**src/design/prng_pkg.sv**
```systemverilog
// Clearing PRNG package
// Widths, LFSR constants, bit permutations and the PRINCE S-box
// shared by the register-wipe pseudo-random generator

package prng_pkg;

  // Datapath widths
  // Entropy arrives in half-width words
  localparam int unsigned PRNG_WIDTH    = 64;
  localparam int unsigned ENTROPY_WIDTH = PRNG_WIDTH / 2;
  localparam int unsigned NUM_SHARES    = 2;

  typedef logic [PRNG_WIDTH-1:0]    prng_word_t;
  typedef logic [ENTROPY_WIDTH-1:0] entropy_word_t;

  // Galois tap mask for taps 64, 63, 61, 60
  // XORed into the shifted state when the outgoing LSB is set
  localparam prng_word_t LFSR_POLY = 64'hd800_0000_0000_0000;

  // Reset seed must be nonzero or the LFSR locks up
  localparam prng_word_t LFSR_SEED_DEFAULT = 64'h5a3c_96e1_0f7b_d248;

  // Multipliers of the two index permutations
  // Both are odd, so i -> m*i mod 64 is a bijection
  localparam int unsigned STATE_PERM_MULT = 13;
  localparam int unsigned SHARE_PERM_MULT = 29;

  // PRINCE 4-bit S-box
  // Entry k is the image of nibble value k
  localparam logic [3:0] PRINCE_SBOX [16] = '{
    4'hb, 4'hf, 4'h3, 4'h2, 4'ha, 4'hc, 4'h9, 4'h1,
    4'h6, 4'h7, 4'h8, 4'h0, 4'he, 4'h5, 4'hd, 4'h4
  };

  // Output bit i takes input bit (mult * i) mod width
  function automatic prng_word_t mult_perm(prng_word_t word_in, int unsigned mult);
    prng_word_t word_out;
    word_out = '0;
    for (int unsigned i = 0; i < PRNG_WIDTH; i++) begin
      word_out[i] = word_in[(mult * i) % PRNG_WIDTH];
    end
    return word_out;
  endfunction

  // Permutation around the S-box layer, applied before and after
  function automatic prng_word_t state_perm(prng_word_t word_in);
    return mult_perm(word_in, STATE_PERM_MULT);
  endfunction

  // Second share is the first one under this fixed permutation
  function automatic prng_word_t share_perm(prng_word_t word_in);
    return mult_perm(word_in, SHARE_PERM_MULT);
  endfunction

endpackage

```
**src/design/lfsr_ctrl_if.sv**
```systemverilog
// LFSR control interface
// Carries seed load, step enable and the LFSR state between the
// request controller and the LFSR core

`timescale 1ns/1ps

interface lfsr_ctrl_if;
  import prng_pkg::*;

  // Load strobe and value
  // Loading wins over stepping
  logic       seed_en;
  prng_word_t seed;
  // Advance one Galois step at the next edge
  logic       step_en;
  // Current LFSR state as held by the core
  prng_word_t state;

  // Controller side
  modport ctrl (
    output seed_en,
    output seed,
    output step_en
  );

  // LFSR side
  modport core (
    input  seed_en,
    input  seed,
    input  step_en,
    output state
  );

endinterface

```
**src/design/clearing_lfsr.sv**
```systemverilog
// Clearing LFSR core
// 64-bit Galois XOR LFSR with seed loading; the output share is the
// state passed through permutation, PRINCE S-box layer and permutation

`timescale 1ns/1ps

module clearing_lfsr (
  input  logic                 clk_i,
  input  logic                 rst_ni,
  lfsr_ctrl_if.core            ctrl,
  output prng_pkg::prng_word_t share0_o
);
  import prng_pkg::*;

  localparam int unsigned NUM_NIBBLES = PRNG_WIDTH / 4;

  prng_word_t state_q;
  prng_word_t state_step;
  prng_word_t perm_in;
  prng_word_t sbox_out;

  // Galois step
  // Shift right and fold in the tap mask if a one falls out
  always_comb begin
    state_step = (state_q >> 1) ^ ({PRNG_WIDTH{state_q[0]}} & LFSR_POLY);
  end

  // State register
  // A seed load wins over a step in the same cycle
  always_ff @(posedge clk_i or negedge rst_ni) begin
    if (!rst_ni) begin
      state_q <= LFSR_SEED_DEFAULT;
    end else if (ctrl.seed_en) begin
      state_q <= ctrl.seed;
    end else if (ctrl.step_en) begin
      state_q <= state_step;
    end
  end

  assign ctrl.state = state_q;

  // First permutation spreads neighbouring state bits
  // over different S-box inputs
  always_comb begin
    perm_in = state_perm(state_q);
  end

  // Nonlinear layer of one PRINCE S-box per nibble
  always_comb begin
    sbox_out = '0;
    for (int unsigned k = 0; k < NUM_NIBBLES; k++) begin
      sbox_out[4*k +: 4] = PRINCE_SBOX[perm_in[4*k +: 4]];
    end
  end

  // Same permutation again on the way out
  // Output follows the registered state without extra latency
  always_comb begin
    share0_o = state_perm(sbox_out);
  end

  // All-zero state is a lockup, which only a bad seed can cause
  a_state_nonzero: assert property (
    @(posedge clk_i) disable iff (!rst_ni)
    ctrl.state != '0
  ) else $error("LFSR state is zero");

endmodule

```
**src/design/clearing_prng.sv**
```systemverilog
// Clearing PRNG controller
// Arbitrates reseed against data requests, drives the LFSR controls
// and derives the second share from the first

`timescale 1ns/1ps

module clearing_prng (
  input  logic                 reseed_req_i,
  input  logic                 data_req_i,
  input  logic                 seed_valid_i,
  input  prng_pkg::prng_word_t seed_i,
  input  prng_pkg::prng_word_t share0_i,
  output logic                 data_ack_o,
  output logic                 reseed_ack_o,
  output prng_pkg::prng_word_t share1_o,
  lfsr_ctrl_if.ctrl            ctrl
);
  import prng_pkg::*;

  // Reseed has priority
  // Data is only served while no reseed is pending
  assign data_ack_o = data_req_i & ~reseed_req_i;

  // Every acknowledged data cycle consumes one LFSR state
  // so the next ack sees the following state
  assign ctrl.step_en = data_ack_o;

  // Complete seed loads at the closing edge of this cycle
  assign ctrl.seed_en = seed_valid_i;
  assign ctrl.seed    = seed_i;

  // Reseed is done in the cycle of the second entropy transfer
  // New state is visible from the next cycle on
  assign reseed_ack_o = seed_valid_i;

  // Second share is a fixed bit shuffle of the first
  always_comb begin
    share1_o = share_perm(share0_i);
  end

  // Both acks together would mean a step and a load in one cycle
  // seed_valid_i comes from the buffer, so this spans both modules
  always_comb begin
    a_acks_exclusive: assert final (!(data_ack_o && reseed_ack_o))
      else $error("data_ack_o and reseed_ack_o high together");
  end

endmodule

```
**src/design/clearing_prng_top.sv**
```systemverilog
// Clearing PRNG top level
// Two-share pseudo-random data for register wipe, with reseeding
// from 32-bit entropy words

`timescale 1ns/1ps

module clearing_prng_top (
  input  logic        clk_i,
  input  logic        rst_ni,
  // Consumer side
  input  logic        data_req_i,
  output logic        data_ack_o,
  output logic [63:0] data_o0,
  output logic [63:0] data_o1,
  input  logic        reseed_req_i,
  output logic        reseed_ack_o,
  // Entropy source side
  output logic        entropy_req_o,
  input  logic        entropy_ack_i,
  input  logic [31:0] entropy_i
);
  import prng_pkg::*;

  logic       seed_valid;
  prng_word_t seed;
  prng_word_t shares [NUM_SHARES];

  lfsr_ctrl_if u_lfsr_ctrl ();

  entropy_buffer u_entropy_buffer (
    .clk_i         (clk_i),
    .rst_ni        (rst_ni),
    .reseed_req_i  (reseed_req_i),
    .entropy_ack_i (entropy_ack_i),
    .entropy_i     (entropy_i),
    .entropy_req_o (entropy_req_o),
    .seed_valid_o  (seed_valid),
    .seed_o        (seed)
  );

  clearing_prng u_clearing_prng (
    .reseed_req_i (reseed_req_i),
    .data_req_i   (data_req_i),
    .seed_valid_i (seed_valid),
    .seed_i       (seed),
    .share0_i     (shares[0]),
    .data_ack_o   (data_ack_o),
    .reseed_ack_o (reseed_ack_o),
    .share1_o     (shares[1]),
    .ctrl         (u_lfsr_ctrl.ctrl)
  );

  clearing_lfsr u_clearing_lfsr (
    .clk_i    (clk_i),
    .rst_ni   (rst_ni),
    .ctrl     (u_lfsr_ctrl.core),
    .share0_o (shares[0])
  );

  // Shares out to the flat consumer ports
  assign data_o0 = shares[0];
  assign data_o1 = shares[1];

endmodule

```
**src/design/entropy_buffer.sv**
```systemverilog
// Entropy buffer
// Gathers two 32-bit entropy words into one 64-bit LFSR seed
// over the req/ack handshake with the entropy source

`timescale 1ns/1ps

module entropy_buffer (
  input  logic                   clk_i,
  input  logic                   rst_ni,
  input  logic                   reseed_req_i,
  input  logic                   entropy_ack_i,
  input  prng_pkg::entropy_word_t entropy_i,
  output logic                   entropy_req_o,
  output logic                   seed_valid_o,
  output prng_pkg::prng_word_t   seed_o
);
  import prng_pkg::*;

  entropy_word_t buffer_q;
  logic          buffer_valid_q;
  logic          xfer;

  // Keep requesting for as long as the consumer wants a reseed
  // The request drops once the consumer sees its ack
  assign entropy_req_o = reseed_req_i;

  // One word moves in every cycle with req and ack both high
  assign xfer = entropy_req_o & entropy_ack_i;

  // Valid flag flips on every transfer
  // Set after the first word, cleared at the edge of the second
  always_ff @(posedge clk_i or negedge rst_ni) begin
    if (!rst_ni) begin
      buffer_valid_q <= 1'b0;
    end else if (xfer) begin
      buffer_valid_q <= ~buffer_valid_q;
    end
  end

  // Capture only the first word of a pair
  always_ff @(posedge clk_i) begin
    if (xfer && !buffer_valid_q) begin
      buffer_q <= entropy_i;
    end
  end

  // Seed is complete in the cycle of the second transfer
  // Buffered word goes to the upper half
  assign seed_valid_o = xfer & buffer_valid_q;
  assign seed_o       = {buffer_q, entropy_i};

  // Source may only ack a pending request
  a_ack_needs_req: assert property (
    @(posedge clk_i) disable iff (!rst_ni)
    entropy_ack_i |-> entropy_req_o
  ) else $error("entropy_ack_i high without entropy_req_o");

endmodule

```
**config.mk**
```make
export PLATFORM = sky130hd
export DESIGN_NAME = clearing_prng_top
export DESIGN_NICKNAME = d
export VERILOG_FILES = /design/src/design/prng_pkg.sv /design/src/design/lfsr_ctrl_if.sv /design/src/design/clearing_lfsr.sv /design/src/design/clearing_prng.sv /design/src/design/clearing_prng_top.sv /design/src/design/entropy_buffer.sv
export SDC_FILE = /design/constraint.sdc
export NUM_CORES = 1
export LEC_CHECK = 0
export BUFFER_PORTS_ARGS = -buffer_cell sky130_fd_sc_hd__buf_2
export CAP_MARGIN = 15
export CORE_UTILIZATION = 50
export CTS_BUF_LIST = sky130_fd_sc_hd__clkbuf_4
export CTS_CLUSTER_SIZE = 40
export DETAILED_ROUTE_END_ITERATION = 8
export PLACE_DENSITY = 0.81
export SLEW_MARGIN = 15
export SYNTH_ARGS = -nofsm -noshare
export SYNTH_HDL_FRONTEND = slang
export SYNTH_SLANG_ARGS = --single-unit
```
**constraint.sdc**
```tcl
create_clock -name clk_i -period 2.7 [get_ports clk_i]
set_clock_uncertainty 0.1 [all_clocks]
set_input_delay 0.27 -clock clk_i [delete_from_list [all_inputs] [get_ports clk_i]]
set_output_delay 0.27 -clock clk_i [all_outputs]
set_load 0.05 [all_outputs]
```
[Word level (Yosys, flattened, before mapping)]
Memories as Yosys holds them, arrays and structs flattened.
Index checks and enable logic that the tools add are counted.
Storage, ports and cells
  register bits after elaboration: 97
  latch bits: 0
  RAM bits: 0
  ROM bits: 1024
  input port bits: 37
  output and inout bits: 131
  memories: 16
Cells by class
  add/subtract/negate cells: 0
  multiply operators: 0
  divide/modulo/power cells: 0
  $lt $le $gt $ge: 16
  equality and inequality tests: 0
  shifts and indexed selects: 0
  mux-type cells: 34
  bitwise gates (word level): 22
  reduce and logical (&&, ||, !) cells: 3
Memories
  (no name shown): depth 16, bits a word 4, read ports 1, clocked after Yosys merged registers in 0, write ports 0, line clearing_lfsr.sv:52  | sbox_out[4*k +: 4] = PRINCE_SBOX[perm_in[4*k +: 4]];
  (no name shown): depth 16, bits a word 4, read ports 1, clocked after Yosys merged registers in 0, write ports 0, line clearing_lfsr.sv:52
  (no name shown): depth 16, bits a word 4, read ports 1, clocked after Yosys merged registers in 0, write ports 0, line clearing_lfsr.sv:52
  (no name shown): depth 16, bits a word 4, read ports 1, clocked after Yosys merged registers in 0, write ports 0, line clearing_lfsr.sv:52
  (no name shown): depth 16, bits a word 4, read ports 1, clocked after Yosys merged registers in 0, write ports 0, line clearing_lfsr.sv:52
  (no name shown): depth 16, bits a word 4, read ports 1, clocked after Yosys merged registers in 0, write ports 0, line clearing_lfsr.sv:52
  +10 memories
Operator list (number)
  4-bit 2-to-1 mux: 32
  64-bit 2-to-1 mux: 2
  5-bit >= comparator (second input constant): 16
  4-bit inverter with 5-bit output: 16
  63-bit by 64-bit XOR with 64-bit output: 1
  1-bit bitwise AND: 3
  1-bit inverter: 2
  2-bit nonzero test: 1
  1-bit logical AND: 1
  1-bit logical NOT: 1

[Depth between registers and ports, before layout]
Gate-level depths: netlist of the first run.
  word-level depth: 4
  depth in mapped cells: 7
  gate-level depth less buffers: 5

[Cells and area by module]
A second synthesis of the first run with hierarchy kept.
Unflattened totals
  cells, all modules: 783
  area total of the unflattened synthesis: 7811.2 sq um
Modules (own cells, without submodules)
  clearing_lfsr: instances 1, cells an instance 581, area each 5556.6 sq um
  entropy_buffer: instances 1, cells an instance 70, area each 1257.5 sq um
  clearing_prng: instances 1, cells an instance 132, area each 997.2 sq um

[Least setup slack after synthesis of the first run]
No wires, ideal clock.
  path kind: reg-to-output
  start: reg u_clearing_lfsr.state_q[9] (netlist: u_clearing_lfsr.ctrl.state[9])
  end: out data_o1[12]
  data arrival time: 2145 ps
  data required time: 2330 ps
  path slack: 185 ps
  cell stages (with the launch flop): 6
  path buffers: 1
  cells stage by stage: dfstp_2 -> inv_1 -> ha_1 -> mux2i_1 -> a21oi_1 -> buf_4
Between the ends
  word-level cells in the longest chain between the ends: 4
RTL lines
  from (decl): line clearing_lfsr.sv:17  | prng_word_t state_q;
  from (signal assigned): line clearing_lfsr.sv:34  | state_q <= ctrl.seed;
  from (signal assigned): line clearing_lfsr.sv:36  | state_q <= state_step;
  4-bit inverter with 5-bit output (not written as such): line clearing_lfsr.sv:52
  memory 16 x 4 bit
  4-bit 2-to-1 mux (not written as such) (2 in a row): line clearing_lfsr.sv:52
  to (decl): line clearing_prng_top.sv:14  | output logic [63:0] data_o1,
No other way between the ends. The select of a mux whose other input is x is not followed.

[Worst setup path after layout of the first run]
  start: reg u_clearing_lfsr.state_q[0] (netlist: u_clearing_lfsr.ctrl.state[0])
  end: out data_o1[0]
Same word-level chain as after synthesis.

==> metrics.md, run 1 <==
| Metric | Value |
|---|---|
| Status | `complete, no violations` |
| CTS H-tree depth | `3` |
| Number of antenna violations at the first check in global routing | `0` |
| Gr usage total | `0.222` |
| Detailed Place HPWL | `11300 um` |
| Area growth syn-to-layout | `12.0%` |
| Resize count post-CTS | `0` |
| Ratio of cells with drive above 1 in the final layout | `0.267` |
| Maximum capacitance violations | `0` |
| Asr flop ratio synth | `0.670` |
| Latest clock arrival within the worst-skew pair | `0.44 ns` |
| Tightest Pin Transition | `0.679 ns` |
| Final estimated routing congestion in global placement | `0.806` |
| Clock Sinks | `97` |
| Initial core utilization | `0.514` |
| Post-detailed-route via-to-cell ratio | `5.31` |
| Std-Cell Core Area | `13300 sq um` |
| Period utilisation layout | `0.939` |
| Die footprint | `14200 sq um` |
| PortBufs | `167` |
| Synth area leader | `sky130_fd_sc_hd__edfxtp_1` |
| Number of nets at the end of the flow | `984` |
| Seq/Total Area, Yosys | `0.384` |
| Total detailed-routing wirelength | `15900 um` |
| Total count of hold-check failures in the final report | `0` |
| Crit path capture type | `output pin` |
| Flip-flop cell with the highest count after synthesis | `sky130_fd_sc_hd__dfrtp_1` |
| Boundary pin count | `168` |
| Starting DRC count in detailed routing | `468` |
| Critical path cell sequence | `inv_1, ha_1, mux4_2, buf_2` |
| ANT nets after route | `0` |
| Cell at the slowest stage of the critical path | `sky130_fd_sc_hd__dfrtp_1` |
| Critical-path maximum fanout | `9` |
| Synth cell types | `29` |
| Number of placement rows | `42` |
| Required time of the critical path | `2.33 ns` |
| Post-detailed-route DRC marker count | `0` |
| RSZ-0062 raised after global routing | `no` |
| Longest individual stage delay on the worst path | `0.60 ns` |
| Buffer levels on the longest clock path | `2` |
| Pin count of the biggest net entering global routing | `122` |
| Total buffers and inverters traversed by the critical path | `2` |
| Total via count after detailed routing | `5597` |
| Worst hold path type | `in -> reg` |
| Clock Pin Slew Worst Setup and Hold Paths | `0.15 ns` |
| Leading post-synthesis cells by instance count | `sky130_fd_sc_hd__nand2_1, sky130_fd_sc_hd__nor2_1, sky130_fd_sc_hd__buf_4, sky130_fd_sc_hd__ha_1, sky130_fd_sc_hd__a31oi_1` |
| Footprint of the multi-input gates | `3220 sq um` |
| Pins Over Slew Limit | `0` |
| Master cell of the clock root buffer | `sky130_fd_sc_hd__clkbuf_4` |
| Delay-heaviest family, CP | `flip-flops` |
| Worst-case headroom to the max-slew limit | `0.547` |
| Number of global-route vias before repair | `4939` |
| Die width | `119 um` |
| Top cell type's share of synthesized area | `0.141` |
| Clock tree from TritonCTS | `done` |
| Startpoint kind of the worst setup timing path | `flip-flop` |
| Die Height | `119 um` |
| Register bit count reported by yosys | `97` |
| First-pass GRT wire length | `24900 um` |
| Fin Setup TNS | `0 ns` |
| Data arrival time of the worst path | `2.17 ns` |
| Total congestion overflow | `0` |
| Clock buffers created by TritonCTS | `9` |
| Number of setup violations in the final report | `0` |
| Count of mapped cells out of synthesis | `777` |
| Detailed-router iteration count before antenna repair | `5` |
| Filler Cell Count | `1158` |
| Critical path class | `reg -> out` |
| Fin crit period | `2.54 ns` |
| Most frequent cell after synthesis | `sky130_fd_sc_hd__nand2_1` |
| Fmax | `394 MHz` |
| Sequential standard cell area | `2630 sq um` |
| Detail-routed net length per standard cell | `15.0 um` |
| Average size of a mapped cell | `8.80 sq um` |
| Synth Net Count | `888` |
| Warning count from the yosys run | `0` |
| Synth Cell Area | `6840 sq um` |
| Ranking of synthesized cells by area | `sky130_fd_sc_hd__edfxtp_1, sky130_fd_sc_hd__ha_1, sky130_fd_sc_hd__dfstp_2` |
| Number of flops mapped to enable cells by yosys | `32` |
[worst paths after layout]
kind | start | to | slack (ns) | depth (start not counted)
setup reg to reg | u_entropy_buffer.buffer_valid_q | u_clearing_lfsr.ctrl.state[62] | 1.18 | 4
setup / recovery | u_clearing_lfsr.ctrl.state[0] | data_o1[0] | 0.16 | 4
min in group asynchronous | rst_ni | u_clearing_lfsr.ctrl.state[11] | 0.27 | 2
hold / removal | entropy_ack_i | u_entropy_buffer.buffer_valid_q | 0.05 | 3
hold reg to reg | u_entropy_buffer.buffer_q[28] | u_clearing_lfsr.ctrl.state[60] | 0.37 | 2
max in group asynchronous | rst_ni | u_clearing_lfsr.ctrl.state[20] | 1.52 | 3
[repair_timing]
| action | 4_1_cts | 5_1_grt |
|---|---|---|
| setup endpoints to repair | 0 | 0 |
| endpoints found under the hold margin | 64 | 0 |
| setup buffers | 0 | 0 |
| hold buffers | 33 | 0 |
[metrics by stage]
| stage | util | cells | instance area (sq um) | hold WS (ns) | setup slack (ns) |
|---|---|---|---|---|---|
| 2_1_floorplan | - | 777 | 6840 | -0.126 | 0.185 |
| 3_5_place_dp | 0.540 | 1005 | 7180 | 0.216 | 0.654 |
| 3_3_place_gp | 0.540 | 1005 | 7180 | 0.214 | 0.698 |
| 6_report | 0.576 | 1055 | 7660 | 0.0472 | 0.164 |
| 4_1_cts | 0.576 | 1054 | 7660 | 0.0376 | 0.156 |
| 5_1_grt | 0.576 | 1054 | 7660 | 0.0451 | 0.0773 |
[layout by cell type, fill, tap and decap left out, drive strengths merged]
master       instances
dlygate4sd3         33
inv                 52
xnor2                1
dfrtp               33
dfstp               32
o22a                 4
nor2               108
a21oi               26
buf                174
xor2                 3
bufinv               2
mux2i               14
diode                1
a21o                10
a211oi              10
edfxtp              32
mux2                 4
o21ai               12
a221o               13
a22oi                2
mux4                 6
ha                  74
nand2b               1
a31oi               58
clkbuf               9
nor3                13
clkinv               5
nand3                3
nand2              144
[kinds of logic (layout without fill, tap and decap cells)]
group                    count (synthesis)  after routing  share of synthesized area
multiplexers                            24             24                     0.0468
AO/OA/AOI/OAI                          135            135                      0.129
flip-flops                              97             97                      0.384
buffers and inverters                  174            275                      0.147
other                                    0              1                          0
adder cells (fa/ha/maj)                 74             74                      0.135
XOR/XNOR                                 4              4                    0.00512
AND/OR/NAND/NOR                        269            269                      0.152
[state kept, by name, summed over array words and instances, names as in the netlist]
| name | cells |
|---|---|
| u_clearing_lfsr.ctrl.state | 64 |
| u_entropy_buffer.buffer_q | 32 |
| u_entropy_buffer.buffer_valid_q | 1 |
[worst register-to-register path: stages, from the launching register on]
cell and delay (ns):
sky130_fd_sc_hd__dfrtp_1 0.46, sky130_fd_sc_hd__nand3_4 0.10, sky130_fd_sc_hd__buf_12 0.36, sky130_fd_sc_hd__o21ai_0 0.26
sky130_fd_sc_hd__o21ai_0 0.18
[area by class of cell]
type                       count  share of cell area
antenna                        1            0.000327
clock buffer                   9             0.00882
clock inverter                 7              0.0109
inverter                      52              0.0255
multi-input combinational    506               0.420
sequential                    97               0.343
tap                          176              0.0287
timing repair buffer         207               0.162
[layer usage]
layer	up-vias	track usage	wire (um)
met5	-	0	0
met4	0	0.0593	157
met3	10	0.0350	1030
met2	214	0.369	7510
met1	2658	0.302	7150
li1	2715	-	-
Power of run 1 is not shown: default switching activity piles up to over one toggle a cycle in this logic, so the estimate is an artifact.
==> run 2: changes to the inputs <==
--- a/config.mk
+++ b/config.mk
@@ -7,11 +7,11 @@
 export LEC_CHECK = 0
 export BUFFER_PORTS_ARGS = -buffer_cell sky130_fd_sc_hd__buf_2
 export CAP_MARGIN = 15
-export CORE_UTILIZATION = 50
+export CORE_UTILIZATION = 56
 export CTS_BUF_LIST = sky130_fd_sc_hd__clkbuf_4
 export CTS_CLUSTER_SIZE = 40
 export DETAILED_ROUTE_END_ITERATION = 8
-export PLACE_DENSITY = 0.81
+export PLACE_DENSITY = 0.88
 export SLEW_MARGIN = 15
 export SYNTH_ARGS = -nofsm -noshare
 export SYNTH_HDL_FRONTEND = slang
==> run 2 against run 1 <==
Sequential share of layout area grew 0.33 points. Via count grew 1.1%. First-iteration DRC count grew 3.2%. Final area shrank 0.91%.
==> metrics.md, run 2 (same netlist as run 1, synthesis figures left out) <==
| Metric | Value |
|---|---|
| Detailed-router iteration count before antenna repair | `5 (unchanged)` |
| Latest clock arrival within the worst-skew pair | `0.44 ns (about the same)` |
| Min-delay src | `entropy_ack_i (unchanged)` |
| Worst hold path type | `in -> reg (unchanged)` |
| Fin Setup TNS | `0 ns (unchanged)` |
| Longest individual stage delay on the worst path | `0.64 ns (was 0.60 ns)` |
| Most used cells in the layout excluding fill and tap cells | `sky130_fd_sc_hd__buf_2, sky130_fd_sc_hd__nand2_1, sky130_fd_sc_hd__nor2_1, sky130_fd_sc_hd__ha_1, sky130_fd_sc_hd__a31oi_1 (unchanged)` |
| Crit path capture type | `output pin (unchanged)` |
| Top routing layer in use | `met4 (unchanged)` |
| Worst Hold Endpoint | `u_entropy_buffer.buffer_valid_q (unchanged)` |
| Number of flip-flops under the largest register name | `64 (unchanged)` |
| Number of global-route vias before repair | `5068 (was 4939)` |
| Pins Over Slew Limit | `0 (unchanged)` |
| Gr usage total | `0.255 (was 0.222)` |
| Final estimated routing congestion in global placement | `0.822 (was 0.806)` |
| Fin crit period | `2.52 ns (was 2.54 ns)` |
| Clock Sinks | `97 (unchanged)` |
| Clock Pin Slew Worst Setup and Hold Paths | `0.17 ns (was 0.15 ns)` |
| Number of nets at the end of the flow | `985 (was 984)` |
| Tightest Pin Transition | `0.684 ns (was 0.679 ns)` |
| Length of routed met3 wiring | `1070 um (was 1030 um)` |
| Total detailed-routing wirelength | `15800 um (was 15900 um)` |
| Die Height | `113 um (was 119 um)` |
| First-pass GRT wire length | `25400 um (was 24900 um)` |
| Status | `complete, no violations (unchanged)` |
| Ratio of cells with drive above 1 in the final layout | `0.271 (was 0.267)` |
| Hold Crit Depth | `3 (unchanged)` |
| Starting DRC count in detailed routing | `483 (was 468)` |
| Die width | `113 um (was 119 um)` |
| Post-detailed-route DRC marker count | `0 (unchanged)` |
| Number of placement rows | `39 (was 42)` |
| Data arrival time of the worst path | `2.15 ns (was 2.17 ns)` |
| Critical-path maximum fanout | `8 (was 9)` |
| ANT nets after route | `0 (unchanged)` |
| Die footprint | `12700 sq um (was 14200 sq um)` |
| Flop2flop setup slack | `1.09 ns (was 1.18 ns)` |
| Worst-case headroom to the max-slew limit | `0.544 (was 0.547)` |
| Total congestion overflow | `0 (unchanged)` |
| Total count of hold-check failures in the final report | `0 (unchanged)` |
| Clock buffers created by TritonCTS | `9 (unchanged)` |
| Critical path cell sequence | `inv_1, ha_1, mux4_2, buf_2 (unchanged)` |
| PortBufs | `167 (unchanged)` |
| Period utilisation layout | `0.933 (was 0.939)` |
| Boundary pin count | `168 (unchanged)` |
| Routed metal-1 wirelength | `6910 um (was 7150 um)` |
| Worst Reg2Reg Path Length in Cells | `4 (unchanged)` |
| Initial core utilization | `0.586 (was 0.514)` |
| Buffer levels on the longest clock path | `2 (unchanged)` |
| Master cell of the clock root buffer | `sky130_fd_sc_hd__clkbuf_4 (unchanged)` |
| Startpoint kind of the worst setup timing path | `flip-flop (unchanged)` |
| Std-Cell Core Area | `11700 sq um (was 13300 sq um)` |
| Cell at the slowest stage of the critical path | `sky130_fd_sc_hd__dfstp_2 (was sky130_fd_sc_hd__dfrtp_1)` |
| Post-detailed-route via-to-cell ratio | `5.54 (was 5.31)` |
| Met2 routed WL | `7630 um (was 7510 um)` |
| Destination of the worst register-to-register timing path | `u_clearing_lfsr.ctrl.state[25] (was u_clearing_lfsr.ctrl.state[62])` |
| Clock tree from TritonCTS | `done (unchanged)` |
| Filler Cell Count | `927 (was 1158)` |
| Number of setup violations in the final report | `0 (unchanged)` |
| Critical path class | `reg -> out (unchanged)` |
| CTS H-tree depth | `3 (unchanged)` |
| Number of antenna violations at the first check in global routing | `0 (unchanged)` |
| Maximum capacitance violations | `0 (unchanged)` |
| Detailed Place HPWL | `11200 um (was 11300 um)` |
| Detail-routed net length per standard cell | `15.4 um (was 15.0 um)` |
| Leading cell type in the layout, fill and taps excluded | `sky130_fd_sc_hd__buf_2 (unchanged)` |
| Pin count of the biggest net entering global routing | `68 (was 122)` |
| Total via count after detailed routing | `5659 (was 5597)` |
| Fmax | `397 MHz (was 394 MHz)` |
| RSZ-0062 raised after global routing | `no (unchanged)` |
| ANT cells | `0 (was 1)` |
| Startpoint of the most critical register-to-register path | `u_entropy_buffer.buffer_valid_q (unchanged)` |
| Area growth syn-to-layout | `11.0% (was 12.0%)` |
| Required time of the critical path | `2.33 ns (about the same)` |
[run 2: cell count changes in the layout (fill, tap and decap cells not counted), moves of 2 or more]
cell	previous run	this run
sky130_fd_sc_hd__buf_4	5	7
sky130_fd_sc_hd__clkinv_1	3	1
sky130_fd_sc_hd__clkinvlp_4	0	3
sky130_fd_sc_hd__clkinv_4	0	2
sky130_fd_sc_hd__bufinv_16	2	0
[run 2: area by class of cell]
class | count | area [sq um] | area share
multi-input cells | 506 | 3220 | 0.425
inverters | 52 | 195 | 0.0257
well taps | 143 | 179 | 0.0236
clock inverters | 7 | 56.3 | 0.00742
clock buffers | 9 | 67.6 | 0.00890
repair buffers | 208 | 1240 | 0.163
flip-flops and latches | 97 | 2630 | 0.346
[run 2: routing by layer]
layer / up-vias / track usage
met5: - / 0
met3: 14 / 0.0356
met2: 223 / 0.432
li1: 2723 / -
met4: 0 / 0.0613
met1: 2699 / 0.346
[run 2: worst max-delay path by stage]
stage	startpoint	endpoint	slack [ns]	depth (start not counted)
4_1_cts	u_clearing_lfsr.ctrl.state[0]	data_o1[0]	0.11	4
3_3_place_gp	u_clearing_lfsr.ctrl.state[0]	data_o0[0]	0.69	4
6_report	u_clearing_lfsr.ctrl.state[25]	data_o1[28]	0.18	4
2_1_floorplan	u_clearing_lfsr.ctrl.state[9]	data_o1[12]	0.18	5
5_1_grt	u_clearing_lfsr.ctrl.state[17]	data_o1[52]	0.07	4
3_5_place_dp	u_clearing_lfsr.ctrl.state[0]	data_o1[0]	0.62	4
[run 2: critical path, delay by kind of cell, from the launching register on]
family                     cells  cell delay (ns)
adders and majority gates      1             0.27
DFF                            1             0.64
muxes                          1             0.47
buffers and inverters          2             0.33
[run 2: repair_timing]
action,CTS,global route
endpoints found under the setup margin,0,1
resized for setup,0,1
hold buffers,33,0
setup buffers,0,0
hold endpoints to repair,70,0
[run 2: per-stage QoR]
| stage | hold slack [ns] | instances | util | area (sq um) | setup WS (ns) |
|---|---|---|---|---|---|
| global placement | 0.240 | 973 | 0.612 | 7130 | 0.694 |
| CTS | 0.0835 | 1022 | 0.651 | 7590 | 0.110 |
| global route | 0.0881 | 1022 | 0.651 | 7590 | 0.0660 |
| finish | 0.0972 | 1022 | 0.651 | 7590 | 0.180 |
| floorplan | -0.126 | 777 | - | 6840 | 0.185 |
| detailed placement | 0.237 | 973 | 0.612 | 7130 | 0.622 |
Power of run 2 is left out for the same reason.
==> run 3: changes to the inputs <==
--- a/config.mk
+++ b/config.mk
@@ -7,11 +7,11 @@
 export LEC_CHECK = 0
 export BUFFER_PORTS_ARGS = -buffer_cell sky130_fd_sc_hd__buf_2
 export CAP_MARGIN = 15
-export CORE_UTILIZATION = 56
+export CORE_UTILIZATION = 54
 export CTS_BUF_LIST = sky130_fd_sc_hd__clkbuf_4
 export CTS_CLUSTER_SIZE = 40
 export DETAILED_ROUTE_END_ITERATION = 8
-export PLACE_DENSITY = 0.88
+export PLACE_DENSITY = 0.86
 export SLEW_MARGIN = 15
 export SYNTH_ARGS = -nofsm -noshare
 export SYNTH_HDL_FRONTEND = slang
==> run 3 against run 2 <==
Setup slack hardly changed. Cell count rose by 2.3%. Critical path depth is the same. Clock-buffer cell count is 2 higher. Maximum frequency barely moved. Sequential cell count unchanged. Register-to-register slack gained 0.04 ns. Sequential share of layout area decreased by 0.33 points. Critical path type unchanged.
==> metrics.md, run 3 (same netlist as run 1, synthesis figures left out) <==
| Metric | Value |
|---|---|
| Post-DP Area | `7170 sq um (was 7130 sq um)` |
| Critical path cell sequence | `inv_1, ha_1, mux4_2, buf_2 (unchanged)` |
| Total count of hold-check failures in the final report | `0 (unchanged)` |
| DP Worst Slack | `0.654 ns (was 0.622 ns)` |
| Clock Pin Slew Worst Setup and Hold Paths | `0.16 ns (was 0.17 ns)` |
| Worst-case headroom to the max-slew limit | `0.528 (was 0.544)` |
| Most used cells in the layout excluding fill and tap cells | `sky130_fd_sc_hd__buf_2, sky130_fd_sc_hd__nand2_1, sky130_fd_sc_hd__nor2_1, sky130_fd_sc_hd__ha_1, sky130_fd_sc_hd__a31oi_1 (unchanged)` |
| PortBufs | `167 (unchanged)` |
| Maximum capacitance violations | `0 (unchanged)` |
| Boundary pin count | `168 (unchanged)` |
| Status | `complete, no violations (unchanged)` |
| Required time of the critical path | `2.33 ns (about the same)` |
| Number of nets at the end of the flow | `984 (was 985)` |
| Pins Over Slew Limit | `0 (unchanged)` |
| Die Height | `115 um (was 113 um)` |
| Number of global-route vias before repair | `4934 (was 5068)` |
| Starting DRC count in detailed routing | `407 (was 483)` |
| Total via count after detailed routing | `5628 (was 5659)` |
| Fin Setup TNS | `0 ns (unchanged)` |
| Data arrival time of the worst path | `2.15 ns (about the same)` |
| Total congestion overflow | `0 (unchanged)` |
| Worst Reg2Reg Path Length in Cells | `4 (unchanged)` |
| ANT cells | `0 (unchanged)` |
| CTS H-tree depth | `3 (unchanged)` |
| Clock Sinks | `97 (unchanged)` |
| Startpoint kind of the worst setup timing path | `flip-flop (unchanged)` |
| Number of antenna violations at the first check in global routing | `0 (unchanged)` |
| Number of flip-flops under the largest register name | `64 (unchanged)` |
| Setup Fix Bufs, Post-CTS | `0 (unchanged)` |
| Number of setup violations in the final report | `0 (unchanged)` |
| Hold Crit Depth | `3 (unchanged)` |
| Area growth syn-to-layout | `12.0% (was 11.0%)` |
| Critical-path maximum fanout | `8 (unchanged)` |
| Fmax | `397 MHz (about the same)` |
| Buffer levels on the longest clock path | `2 (unchanged)` |
| Resize count post-CTS | `0 (unchanged)` |
| Worst hold path type | `in -> reg (unchanged)` |
| Placed Instances | `997 (was 973)` |
| Detail-routed net length per standard cell | `14.9 um (was 15.4 um)` |
| Ratio of cells with drive above 1 in the final layout | `0.268 (was 0.271)` |
| Pin count of the biggest net entering global routing | `122 (was 68)` |
| Critical path class | `reg -> out (unchanged)` |
| Post-route insts no fill | `1046 (was 1022)` |
| Die width | `115 um (was 113 um)` |
| Filler Cell Count | `1032 (was 927)` |
| Detailed-router iteration count before antenna repair | `5 (unchanged)` |
| Final design instance area without fill | `7660 sq um (was 7590 sq um)` |
| Longest individual stage delay on the worst path | `0.63 ns (was 0.64 ns)` |
| Period utilisation layout | `0.933 (about the same)` |
| Total detailed-routing wirelength | `15600 um (was 15800 um)` |
| Initial core utilization | `0.562 (was 0.586)` |
| First-pass GRT wire length | `24800 um (was 25400 um)` |
| Detailed Place HPWL | `11000 um (was 11200 um)` |
| Post-detailed-route DRC marker count | `0 (unchanged)` |
| ANT nets after route | `0 (unchanged)` |
| Latest clock arrival within the worst-skew pair | `0.44 ns (about the same)` |
| Fin crit period | `2.52 ns (about the same)` |
| Gr usage total | `0.242 (was 0.255)` |
| Post-detailed-route via-to-cell ratio | `5.38 (was 5.54)` |
| Clock buffers created by TritonCTS | `9 (unchanged)` |
| Crit path capture type | `output pin (unchanged)` |
| Final estimated routing congestion in global placement | `0.792 (was 0.822)` |
| Die footprint | `13100 sq um (was 12700 sq um)` |
| Tightest Pin Transition | `0.708 ns (was 0.684 ns)` |
| Std-Cell Core Area | `12200 sq um (was 11700 sq um)` |
| Number of placement rows | `40 (was 39)` |
| Master cell of the clock root buffer | `sky130_fd_sc_hd__clkbuf_4 (unchanged)` |
| Leading cell type in the layout, fill and taps excluded | `sky130_fd_sc_hd__buf_2 (unchanged)` |
| Clock tree from TritonCTS | `done (unchanged)` |
| RSZ-0062 raised after global routing | `no (unchanged)` |
| Setup slack of the critical path after layout | `0.180 ns (about the same)` |
| Cell at the slowest stage of the critical path | `sky130_fd_sc_hd__dfstp_2 (unchanged)` |
-- run 3: changes by cell type in the layout (fill, tap and decap cells not counted), sizes merged --
cell,delta
clkinvlp,-3
bufinv,+2
clkbuf,+2
buf,-1
inv,-1
-- run 3: layout make-up --
| cell class | instances | area (sq um) | area share |
|---|---|---|---|
| inverter | 52 | 195 | 0.0255 |
| tap | 168 | 210 | 0.0274 |
| sequential | 97 | 2630 | 0.343 |
| clock inverter | 5 | 81.3 | 0.0106 |
| multi-input combinational | 506 | 3220 | 0.420 |
| timing repair buffer | 207 | 1240 | 0.162 |
| clock buffer | 11 | 82.6 | 0.0108 |
-- run 3: path summary, 6_finish.rpt --
kind                                                    to                       startpoint  slack (ns)
max                                            data_o0[44]   u_clearing_lfsr.ctrl.state[25]        0.18
min                        u_entropy_buffer.buffer_valid_q                    entropy_ack_i        0.06
max reg2reg                 u_clearing_lfsr.ctrl.state[25]  u_entropy_buffer.buffer_valid_q        1.13
min reg2reg                 u_clearing_lfsr.ctrl.state[59]    u_entropy_buffer.buffer_q[27]        0.39
max in group asynchronous   u_clearing_lfsr.ctrl.state[57]                           rst_ni        1.48
min in group asynchronous   u_clearing_lfsr.ctrl.state[11]                           rst_ni        0.30
-- run 3: timing repair --
action | in CTS | in global routing
hold buffers | 33 | 0
hold endpoints to repair | 70 | 0
setup endpoints to repair | 0 | 0
-- run 3: through the flow --
| step | utilization | hold slack (ns) |
|---|---|---|
| 6_report | 0.630 | 0.0556 |
| 3_3_place_gp | 0.589 | 0.255 |
| 3_5_place_dp | 0.589 | 0.254 |
| 4_1_cts | 0.630 | 0.0463 |
| 2_1_floorplan | - | -0.126 |
| 5_1_grt | 0.630 | 0.0470 |
-- run 3: critical path: cells and delay by family (launching register included) --
kind,cells,cell delay (ns)
flops,1,0.63
mux,1,0.48
buf+inv,2,0.33
fa+ha+maj,1,0.27
-- run 3: metal layers --
metal / share of wire / vias to the layer above / track usage / routed length (um)
met5: 0 / - / 0 / 0
met4: 0.017 / 0 / 0.0727 / 259
met3: 0.064 / 23 / 0.0328 / 998
met2: 0.47 / 235 / 0.393 / 7300
met1: 0.45 / 2654 / 0.339 / 7040
li1: - / 2716 / - / -
Power of run 3 is left out for the same reason.
